$ cat config.mk
export PLATFORM = sky130hd
export DESIGN_NAME = calc_top
export DESIGN_NICKNAME = d
export VERILOG_FILES = /design/src/logic/calc_pkg.sv /design/src/logic/calc_core.sv /design/src/logic/calc_top.sv /design/src/logic/key_encoder.sv /design/src/logic/keypad_scan.sv /design/src/logic/row_debounce.sv /design/src/logic/seg_display.sv
export SDC_FILE = /design/constraint.sdc
export NUM_CORES = 2
export LEC_CHECK = 0
export ABC_AREA = 1
export BUFFER_PORTS_ARGS = -buffer_cell sky130_fd_sc_hd__buf_4
export CAP_MARGIN = 20
export CELL_PAD_IN_SITES_DETAIL_PLACEMENT = 1
export CELL_PAD_IN_SITES_GLOBAL_PLACEMENT = 1
export CORE_MARGIN = 5
export CORE_UTILIZATION = 45
export CTS_BUF_LIST = sky130_fd_sc_hd__clkbuf_16
export CTS_CLUSTER_DIAMETER = 40
export DETAILED_ROUTE_END_ITERATION = 10
export PLACE_DENSITY = 0.77
export SYNTH_ARGS = -nofsm -noshare
export SYNTH_HDL_FRONTEND = slang
export SYNTH_SLANG_ARGS = --single-unit
export TNS_END_PERCENT = 10
$ cat constraint.sdc
create_clock -name sys_clk -period 73.2 [get_ports sys_clk]
set_input_delay 3.66 -clock sys_clk [delete_from_list [all_inputs] [get_ports sys_clk]]
set_output_delay 3.66 -clock sys_clk [all_outputs]
set_load 0.05 [all_outputs]
$ cat src/logic/calc_pkg.sv
`default_nettype none

package calc_pkg;

    typedef logic [3:0]  key_code_t;    // Row times four plus column
    typedef logic [1:0]  col_idx_t;     // Index of the driven column
    typedef logic [3:0]  row_bits_t;    // Set bit means the row is pressed
    typedef logic [23:0] operand_t;     // Binary operand or result
    typedef logic [23:0] disp_data_t;   // Six nibbles, leftmost digit on top
    typedef logic [7:0]  seg_code_t;    // Active low {dp, g, f, e, d, c, b, a}

    localparam int NUM_ROWS   = 4;
    localparam int NUM_COLS   = 4;
    localparam int NUM_DIGITS = 6;

    // Key layout
    localparam key_code_t KEY_DIGIT_LIMIT = 4'd10;  // Codes below are digits
    localparam key_code_t KEY_ADD         = 4'd10;
    localparam key_code_t KEY_SUB         = 4'd11;
    localparam key_code_t KEY_MUL         = 4'd12;
    localparam key_code_t KEY_DIV         = 4'd13;
    localparam key_code_t KEY_EQ_FIRST    = 4'd14;  // 14 and 15 are equals

    localparam operand_t   DISPLAY_MAX = 24'd999999;  // Largest showable value
    localparam disp_data_t DISP_ERROR  = 24'hFFFFFF;  // Shown as six dashes

endpackage

`default_nettype wire

$ cat src/logic/calc_core.sv
`timescale 1ns/10ps
`default_nettype none

module calc_core
    import calc_pkg::*;
(
    input  wire logic      sys_clk,
    input  wire logic      sys_rst_n,
    input  wire logic      key_valid,
    input  wire key_code_t key_data,
    output disp_data_t     show_data
);

    typedef enum logic [2:0] {
        ENTER_A,
        ENTER_B,
        COMPUTE,
        FORMAT,
        RESULT
    } calc_state_t;

    calc_state_t state;
    operand_t    num_a;
    operand_t    num_b;
    operand_t    result;
    key_code_t   opcode;
    logic        is_digit;
    logic        is_oper;
    logic        is_equal;

    // Double dabble, valid for values up to DISPLAY_MAX
    function automatic disp_data_t bin_to_bcd(input operand_t value);
        disp_data_t bcd;
        integer     i;
        integer     j;
        bcd = '0;
        for (i = 23; i >= 0; i--) begin
            for (j = 0; j < NUM_DIGITS; j++) begin
                if (bcd[4*j +: 4] >= 4'd5) begin
                    bcd[4*j +: 4] = bcd[4*j +: 4] + 4'd3;
                end
            end
            bcd = {bcd[22:0], value[i]};
        end
        return bcd;
    endfunction

    assign is_digit = key_valid && (key_data < KEY_DIGIT_LIMIT);
    assign is_oper  = key_valid && (key_data >= KEY_DIGIT_LIMIT) && (key_data < KEY_EQ_FIRST);
    assign is_equal = key_valid && (key_data >= KEY_EQ_FIRST);

    always_ff @(posedge sys_clk or negedge sys_rst_n) begin
        if (!sys_rst_n) begin
            state     <= ENTER_A;
            num_a     <= '0;
            num_b     <= '0;
            result    <= '0;
            opcode    <= '0;
            show_data <= '0;
        end else begin
            case (state)
                ENTER_A: begin
                    if (is_digit) begin
                        show_data <= {show_data[19:0], key_data};  // Shift in from the right
                        num_a     <= num_a * operand_t'(10) + operand_t'(key_data);
                    end else if (is_oper) begin
                        show_data <= '0;
                        num_b     <= '0;
                        opcode    <= key_data;
                        state     <= ENTER_B;
                    end
                end
                ENTER_B: begin
                    if (is_digit) begin
                        show_data <= {show_data[19:0], key_data};
                        num_b     <= num_b * operand_t'(10) + operand_t'(key_data);
                    end else if (is_equal) begin
                        state <= COMPUTE;  // Second operator key is ignored
                    end
                end
                COMPUTE: begin
                    case (opcode)
                        KEY_ADD: result <= num_a + num_b;
                        KEY_SUB: result <= num_a - num_b;  // Wraps high when negative
                        KEY_MUL: result <= num_a * num_b;
                        KEY_DIV: result <= (num_b == '0) ? '1 : num_a / num_b;
                        default: result <= '0;
                    endcase
                    state <= FORMAT;
                end
                FORMAT: begin
                    if (result > DISPLAY_MAX) begin
                        show_data <= DISP_ERROR;
                    end else begin
                        show_data <= bin_to_bcd(result);
                    end
                    state <= RESULT;
                end
                RESULT: begin
                    if (is_digit) begin
                        show_data <= {20'h0, key_data};  // New calculation
                        num_a     <= operand_t'(key_data);
                        num_b     <= '0;
                        state     <= ENTER_A;
                    end else if (is_oper) begin
                        show_data <= '0;
                        num_a     <= result;  // Chain on the previous result
                        num_b     <= '0;
                        opcode    <= key_data;
                        state     <= ENTER_B;
                    end
                end
                default: state <= ENTER_A;
            endcase
        end
    end

    a_state_legal : assert property (
        @(posedge sys_clk) disable iff (!sys_rst_n)
        state inside {ENTER_A, ENTER_B, COMPUTE, FORMAT, RESULT}
    ) else $error("calc_core state out of range");

endmodule

`default_nettype wire

$ cat src/logic/calc_top.sv
`timescale 1ns/10ps
`default_nettype none

module calc_top
    import calc_pkg::*;
#(
    parameter int SCAN_DIV        = 50000,
    parameter int DEBOUNCE_CYCLES = 20000,
    parameter int REFRESH_DIV     = 10000
) (
    input  wire logic       sys_clk,
    input  wire logic       sys_rst_n,
    input  wire logic [3:0] key_row,   // Active low, pulled up
    output logic [3:0]      key_col,   // Active low
    output logic [5:0]      seg_sel,
    output seg_code_t       seg_code
);

    row_bits_t  row_stable;
    col_idx_t   col_idx;
    logic       key_valid;
    key_code_t  key_data;
    disp_data_t show_data;

    // A column must dwell long enough for a press to settle before it moves on
    if (SCAN_DIV <= DEBOUNCE_CYCLES + 4) begin : g_param_check
        $error("SCAN_DIV must exceed DEBOUNCE_CYCLES + 4");
    end

    keypad_scan #(
        .SCAN_DIV (SCAN_DIV)
    ) u_keypad_scan (
        .sys_clk    (sys_clk),
        .sys_rst_n  (sys_rst_n),
        .row_stable (row_stable),
        .key_col    (key_col),
        .col_idx    (col_idx)
    );

    for (genvar g = 0; g < NUM_ROWS; g++) begin : g_row
        row_debounce #(
            .DEBOUNCE_CYCLES (DEBOUNCE_CYCLES)
        ) u_row_debounce (
            .sys_clk    (sys_clk),
            .sys_rst_n  (sys_rst_n),
            .row_raw    (~key_row[g]),  // Pressed reads high
            .row_stable (row_stable[g])
        );
    end

    key_encoder u_key_encoder (
        .sys_clk    (sys_clk),
        .sys_rst_n  (sys_rst_n),
        .row_stable (row_stable),
        .col_idx    (col_idx),
        .key_valid  (key_valid),
        .key_data   (key_data)
    );

    calc_core u_calc_core (
        .sys_clk    (sys_clk),
        .sys_rst_n  (sys_rst_n),
        .key_valid  (key_valid),
        .key_data   (key_data),
        .show_data  (show_data)
    );

    seg_display #(
        .REFRESH_DIV (REFRESH_DIV)
    ) u_seg_display (
        .sys_clk    (sys_clk),
        .sys_rst_n  (sys_rst_n),
        .show_data  (show_data),
        .seg_sel    (seg_sel),
        .seg_code   (seg_code)
    );

endmodule

`default_nettype wire

$ cat src/logic/key_encoder.sv
`timescale 1ns/10ps
`default_nettype none

module key_encoder
    import calc_pkg::*;
(
    input  wire logic      sys_clk,
    input  wire logic      sys_rst_n,
    input  wire row_bits_t row_stable,
    input  wire col_idx_t  col_idx,
    output logic           key_valid,
    output key_code_t      key_data
);

    logic       any_row;
    logic       any_row_q;
    logic       press_edge;
    logic [1:0] row_sel;

    assign any_row    = |row_stable;
    assign press_edge = any_row && !any_row_q;  // First cycle of a press

    // Lowest pressed row wins
    always_comb begin
        row_sel = 2'd0;
        for (int r = NUM_ROWS - 1; r >= 0; r--) begin
            if (row_stable[r]) begin
                row_sel = 2'(r);
            end
        end
    end

    always_ff @(posedge sys_clk or negedge sys_rst_n) begin
        if (!sys_rst_n) begin
            any_row_q <= 1'b0;
            key_valid <= 1'b0;
        end else begin
            any_row_q <= any_row;
            key_valid <= press_edge;
        end
    end

    always_ff @(posedge sys_clk) begin
        if (press_edge) begin
            key_data <= {row_sel, col_idx};  // Row times four plus column
        end
    end

    a_single_pulse : assert property (
        @(posedge sys_clk) disable iff (!sys_rst_n)
        key_valid |=> !key_valid
    ) else $error("key_valid high on two consecutive cycles");

endmodule

`default_nettype wire

$ cat src/logic/keypad_scan.sv
`timescale 1ns/10ps
`default_nettype none

module keypad_scan
    import calc_pkg::*;
#(
    parameter int SCAN_DIV = 50000
) (
    input  wire logic          sys_clk,
    input  wire logic          sys_rst_n,
    input  wire row_bits_t     row_stable,
    output logic [NUM_COLS-1:0] key_col,
    output col_idx_t           col_idx
);

    localparam int CNT_W = (SCAN_DIV > 1) ? $clog2(SCAN_DIV) : 1;

    logic [CNT_W-1:0] dwell_cnt;
    logic             key_held;

    assign key_held = |row_stable;  // Freeze the scan under a pressed key

    always_ff @(posedge sys_clk or negedge sys_rst_n) begin
        if (!sys_rst_n) begin
            dwell_cnt <= '0;
            col_idx   <= '0;
        end else if (!key_held) begin
            if (dwell_cnt == CNT_W'(SCAN_DIV - 1)) begin
                dwell_cnt <= '0;
                col_idx   <= col_idx + 2'd1;  // Wraps after the last column
            end else begin
                dwell_cnt <= dwell_cnt + 1'b1;
            end
        end
    end

    // One column pulled low, the others released
    assign key_col = ~(4'b0001 << col_idx);

    // Exactly one column may be driven, otherwise two keys could share a row
    a_one_col_low : assert property (
        @(posedge sys_clk) disable iff (!sys_rst_n)
        $onehot(~key_col)
    ) else $error("key_col drives more or less than one column");

endmodule

`default_nettype wire

$ cat src/logic/row_debounce.sv
`timescale 1ns/10ps
`default_nettype none

module row_debounce #(
    parameter int DEBOUNCE_CYCLES = 20000
) (
    input  wire logic sys_clk,
    input  wire logic sys_rst_n,
    input  wire logic row_raw,
    output logic      row_stable
);

    localparam int CNT_W = (DEBOUNCE_CYCLES > 1) ? $clog2(DEBOUNCE_CYCLES) : 1;

    logic             sync_meta;
    logic             sync_q;
    logic [CNT_W-1:0] stable_cnt;

    always_ff @(posedge sys_clk or negedge sys_rst_n) begin
        if (!sys_rst_n) begin
            sync_meta  <= 1'b0;
            sync_q     <= 1'b0;
            stable_cnt <= '0;
            row_stable <= 1'b0;
        end else begin
            sync_meta <= row_raw;    // First synchronizer stage
            sync_q    <= sync_meta;
            if (sync_q == row_stable) begin
                stable_cnt <= '0;    // Back to the old level, start over
            end else if (stable_cnt == CNT_W'(DEBOUNCE_CYCLES - 1)) begin
                stable_cnt <= '0;
                row_stable <= sync_q;  // New level held long enough
            end else begin
                stable_cnt <= stable_cnt + 1'b1;
            end
        end
    end

endmodule

`default_nettype wire

$ cat src/logic/seg_display.sv
`timescale 1ns/10ps
`default_nettype none

module seg_display
    import calc_pkg::*;
#(
    parameter int REFRESH_DIV = 10000
) (
    input  wire logic       sys_clk,
    input  wire logic       sys_rst_n,
    input  wire disp_data_t show_data,
    output logic [5:0]      seg_sel,
    output seg_code_t       seg_code
);

    localparam int CNT_W = (REFRESH_DIV > 1) ? $clog2(REFRESH_DIV) : 1;

    logic [CNT_W-1:0] refresh_cnt;
    logic [2:0]       digit_idx;  // 0 is the leftmost digit
    logic [3:0]       nibble;

    always_ff @(posedge sys_clk or negedge sys_rst_n) begin
        if (!sys_rst_n) begin
            refresh_cnt <= '0;
            digit_idx   <= '0;
        end else if (refresh_cnt == CNT_W'(REFRESH_DIV - 1)) begin
            refresh_cnt <= '0;
            if (digit_idx == 3'(NUM_DIGITS - 1)) begin
                digit_idx <= '0;
            end else begin
                digit_idx <= digit_idx + 3'd1;
            end
        end else begin
            refresh_cnt <= refresh_cnt + 1'b1;
        end
    end

    assign seg_sel = ~(6'b000001 << digit_idx);  // Active low digit enable

    // Digit 0 takes the high nibble
    always_comb begin
        case (digit_idx)
            3'd0:    nibble = show_data[23:20];
            3'd1:    nibble = show_data[19:16];
            3'd2:    nibble = show_data[15:12];
            3'd3:    nibble = show_data[11:8];
            3'd4:    nibble = show_data[7:4];
            default: nibble = show_data[3:0];
        endcase
    end

    // Common anode patterns, bit order dp g f e d c b a
    always_comb begin
        case (nibble)
            4'h0:    seg_code = 8'hC0;
            4'h1:    seg_code = 8'hF9;
            4'h2:    seg_code = 8'hA4;
            4'h3:    seg_code = 8'hB0;
            4'h4:    seg_code = 8'h99;
            4'h5:    seg_code = 8'h92;
            4'h6:    seg_code = 8'h82;
            4'h7:    seg_code = 8'hF8;
            4'h8:    seg_code = 8'h80;
            4'h9:    seg_code = 8'h90;
            4'hF:    seg_code = 8'hBF;  // Dash for the error word
            default: seg_code = 8'hFF;  // Blank
        endcase
    end

endmodule

`default_nettype wire

==> results.py <==
metrics = {
    "outcome": {
        "outcome": "completed",
    },
    "finish": {
        "finish.net_count": 8300,
        "finish.instance_area_sq_mm": 0.05183,
        "layout-area-overhead-vs-synth_pct": 7.583,
        "fill_cells": 14390,
        "area.sequential_sq_mm": 0.005425,
        "share_of_layout_cells_above_drive_strength_1_pct": 7.798,
        "finalNonFillerCells": 8841,
        "area_occupied_by_multi_input_gates_sq_mm": 0.03710,
        "diodes": 0,
    },
    "timing": {
        "worstMarginPinSlew_ns": 1.063,
        "max_slew_margin_pct": 29.13,
        "final_max_slew_viol_count": 0,
        "period_share_pct": 89.91,
        "setup_tns_ns": 0,
        "finalWorstSetupSlack_ns": 7.384,
        "fin_skew_ns": 0.03695,
        "timing.final.hold_violations": 0,
        "finalSetupViolations": 0,
        "fmax_mhz": 15.19,
        "timing.final.crit_period_ns": 65.82,
    },
    "routing": {
        "drt-initial-drc-count": 2379,
        "detail-route-antenna-nets": 0,
        "vias_per_cell": 5.478,
        "drc_errors": 0,
        "top_signal_layer_used": "met4",
        "detailroute.via_count": 48430,
        "detail_route.wirelength.met1_um": 72010,
        "total_wirelength_um": 160400,
        "detailed_route_wire_length_per_cell_um": 18.14,
        "wl_met2_um": 75370,
        "met3WireLength_um": 7100,
        "drt-pass1-iter-count": 7,
    },
    "place": {
        "post_dp_cell_area_sq_mm": 0.05006,
        "detailedPlace.worstSlack_ns": 2.799,
        "dp_hpwl_um": 125600,
        "port-buffer-count": 22,
        "place_congestion": 0.9031,
        "place_inst": 8741,
    },
    "power": {
        "power_frac_comb_pct": 1.4,
        "power.density_mw_per_mm2": 6.473,
        "p_int_uw": 255.1,
        "power.clock.fraction_pct": 62.4,
        "power.leakage_nw": 30.17,
        "ir_drop_mv": 0.01617,
        "netSwitchingPower_uw": 80.40,
        "power.sequential.fraction_pct": 36.1,
        "design_power_total_uw": 335.5,
        "netSwitchingFraction_pct": 23.96,
    },
    "grt": {
        "grt_antenna_before_repair": 0,
        "grt_max_degree": 90,
        "vias_in_the_first_global_route": 50700,
        "global_route.usage.total_pct": 27.89,
        "grt.overflow.total": 0,
        "global_route_wire_length_before_repair_um": 260600,
    },
    "synth": {
        "synth-seq-area-share_pct": 11.26,
        "synth_top_area_cell": "sky130_fd_sc_hd__ha_1",
        "netlist_instances": 7416,
        "post-synth-top-area-fraction_pct": 17.53,
        "number_of_synthesized_flops_with_an_enable_pin": 4,
        "synth_top_cells_by_area": "sky130_fd_sc_hd__ha_1 18%, sky130_fd_sc_hd__nand2_1 13%, sky130_fd_sc_hd__dfrtp_1 11%",
        "synth_ff_type": "sky130_fd_sc_hd__dfrtp_1",
        "post_synth.cell_area_avg_sq_um": 6.497,
        "synthesis.yosys.warnings": 0,
        "synth.distinct_cells": 69,
        "cell_area_synth_sq_mm": 0.04818,
        "ys_ff_latch": 216,
        "synth.net_count": 8315,
        "async_reset_ff_share_pct": 98.15,
    },
    "setup_path": {
        "worst_setup_path_end_kind": "flip-flop",
        "cp.required_ns": 73.64,
        "crit_path_max_incr_delay_ns": 0.70,
        "critPathKind": "flip-flop to flip-flop",
        "crit_path_start_kind": "flip-flop",
        "cp.arrival_ns": 66.26,
        "crit_fanout": 29,
        "cp_common_cell": "sky130_fd_sc_hd__nand2_1",
        "rr_startpoint": "u_calc_core.num_b[14]",
        "timing.critical_path.slowest_stage_cell": "sky130_fd_sc_hd__dfrtp_1",
        "timing.critical_path.from": "u_calc_core.num_b[14]",
    },
    "clock_tree": {
        "clk_pin_slew_worst_paths_ns": 0.05,
        "tritoncts.num_buffers": 46,
        "cts-root-buf": "sky130_fd_sc_hd__clkbuf_16",
        "cts_tree": "yes",
        "ctsLongestPathBuffers": 3,
        "clkLatencyLatePin_ns": 0.60,
        "cts_max_level": 2,
        "number_of_clock_sinks_seen_by_cts": 216,
    },
    "floorplan": {
        "die_w_um": 337.2,
        "core_region_area_sq_mm": 0.1068,
        "initial_utilization_pct": 45.13,
        "row_count": 120,
        "design.portCount": 24,
        "fp.dieH_um": 337.2,
        "fp.dieArea_sq_mm": 0.1137,
    },
    "min_path": {
        "hold_class": "flip-flop to flip-flop",
        "hold_start": "g_row[2].u_row_debounce.sync_meta",
    },
    "run": {
        "max_cap_viol_count": 0,
    },
}
[state kept, by name, indices dropped and copies added (netlist names)]
register / count
u_calc_core.num_a: 24
u_keypad_scan.col_idx: 2
u_calc_core.show_data: 24
u_key_encoder.key_data: 4
u_calc_core.state: 3
u_calc_core.result: 24
u_key_encoder.any_row_q: 1
u_key_encoder.key_valid: 1
u_keypad_scan.dwell_cnt: 16
g_row.u_row_debounce.sync_q: 4
g_row.u_row_debounce.stable_cnt: 60
u_calc_core.num_b: 24
u_seg_display.refresh_cnt: 14
u_calc_core.opcode: 4
g_row.u_row_debounce.sync_meta: 4
u_seg_display.digit_idx: 3
g_row.u_row_debounce.row_stable: 4
[logic make-up after synthesis]
family	after synthesis	share of synthesized area [%]
flops	216	11.26
fa+ha+maj	893	26.59
other cells	1	0.007784
simple gates	3282	29.47
buf+inv	1543	12.06
compound gates	1109	13.70
xor+xnor	356	6.581
mux	16	0.3402
[power groups by stage]
stage / Clock [mW] / Sequential [mW] / Combinational [mW]
final: 0.209 / 0.121 / 0.00482
after global routing: 0.220 / 0.121 / 0.00564
after CTS: 0.214 / 0.121 / 0.00507
after detailed placement: 0 / 0.123 / 0.00504
after global placement: 0 / 0.123 / 0.00492
after floorplan: 0 / 0.123 / 0.00165
[synth_stat cells (all sizes together), types with 137 or more instances]
cell type	number
ha	675
xnor2	137
nor2	675
nand3	502
fa	218
dfrtp	212
clkbuf	145
a21oi	403
xor2	219
nand2	1794
o21ai	431
inv	1357
[repair_timing]
action,4_1_cts,5_1_grt
resized for setup,0,31
setup endpoints to repair,0,3
setup buffers,0,11
hold buffers,0,0
[cells in the final DEF, fill, tap and decap left out, drive strengths merged, types with 28 or more instances in the layout]
cell	count
xnor2	137
o21bai	28
nand2	1794
ha	675
fa	218
clkbuf	46
nor3	84
inv	1362
nand4	57
clkinv	30
o21ai	431
or2	84
buf	104
a21o	32
a21oi	403
a221oi	44
nor2	675
dfrtp	212
nand3	502
a31oi	48
xor2	219
[critical path: cells and delay by family (launching register included)]
family,cells,cell delay [ns]
flops,1,0.70
compound gates,169,31.26
fa+ha+maj,23,7.06
buf+inv,97,10.67
mux,1,0.28
simple gates,136,15.75
[layout make-up]
class	count	area share, %
clock buffer	46	2.221
multi-input combinational	5657	71.58
timing repair inverter	4	0.03862
sequential	216	10.47
inverter	1372	10.01
timing repair buffer	104	1.521
clock inverter	39	0.7845
tap	1403	3.387
[stage by stage]
step,hold WS [ns],util [%]
global placement,0.3329,46.89
CTS,0.3469,48.35
global route,0.3551,48.55
finish,0.3435,48.55
detailed placement,0.3365,46.89
floorplan,0.3312,-
[per-layer routing]
layer	global-route usage, %	vias up
met5	0	-
met4	8.963	0
met3	2.660	272
met2	48.62	907
met1	36.46	23610
li1	-	23640
[path summary, 6_finish.rpt]
kind / end / slack (ns) / cells after the start
setup / recovery: u_calc_core.result[0] / 7.38 / 426
hold / removal: g_row[2].u_row_debounce.sync_q / 0.34 / 0
setup reg to reg: u_calc_core.result[0] / 7.38 / 426
hold reg to reg: g_row[2].u_row_debounce.sync_q / 0.34 / 0
max in group asynchronous: u_calc_core.num_a[19] / 68.68 / 2
min in group asynchronous: g_row[3].u_row_debounce.stable_cnt[9] / 3.11 / 1
No activity file was read; power rests on OpenSTA's default activity.
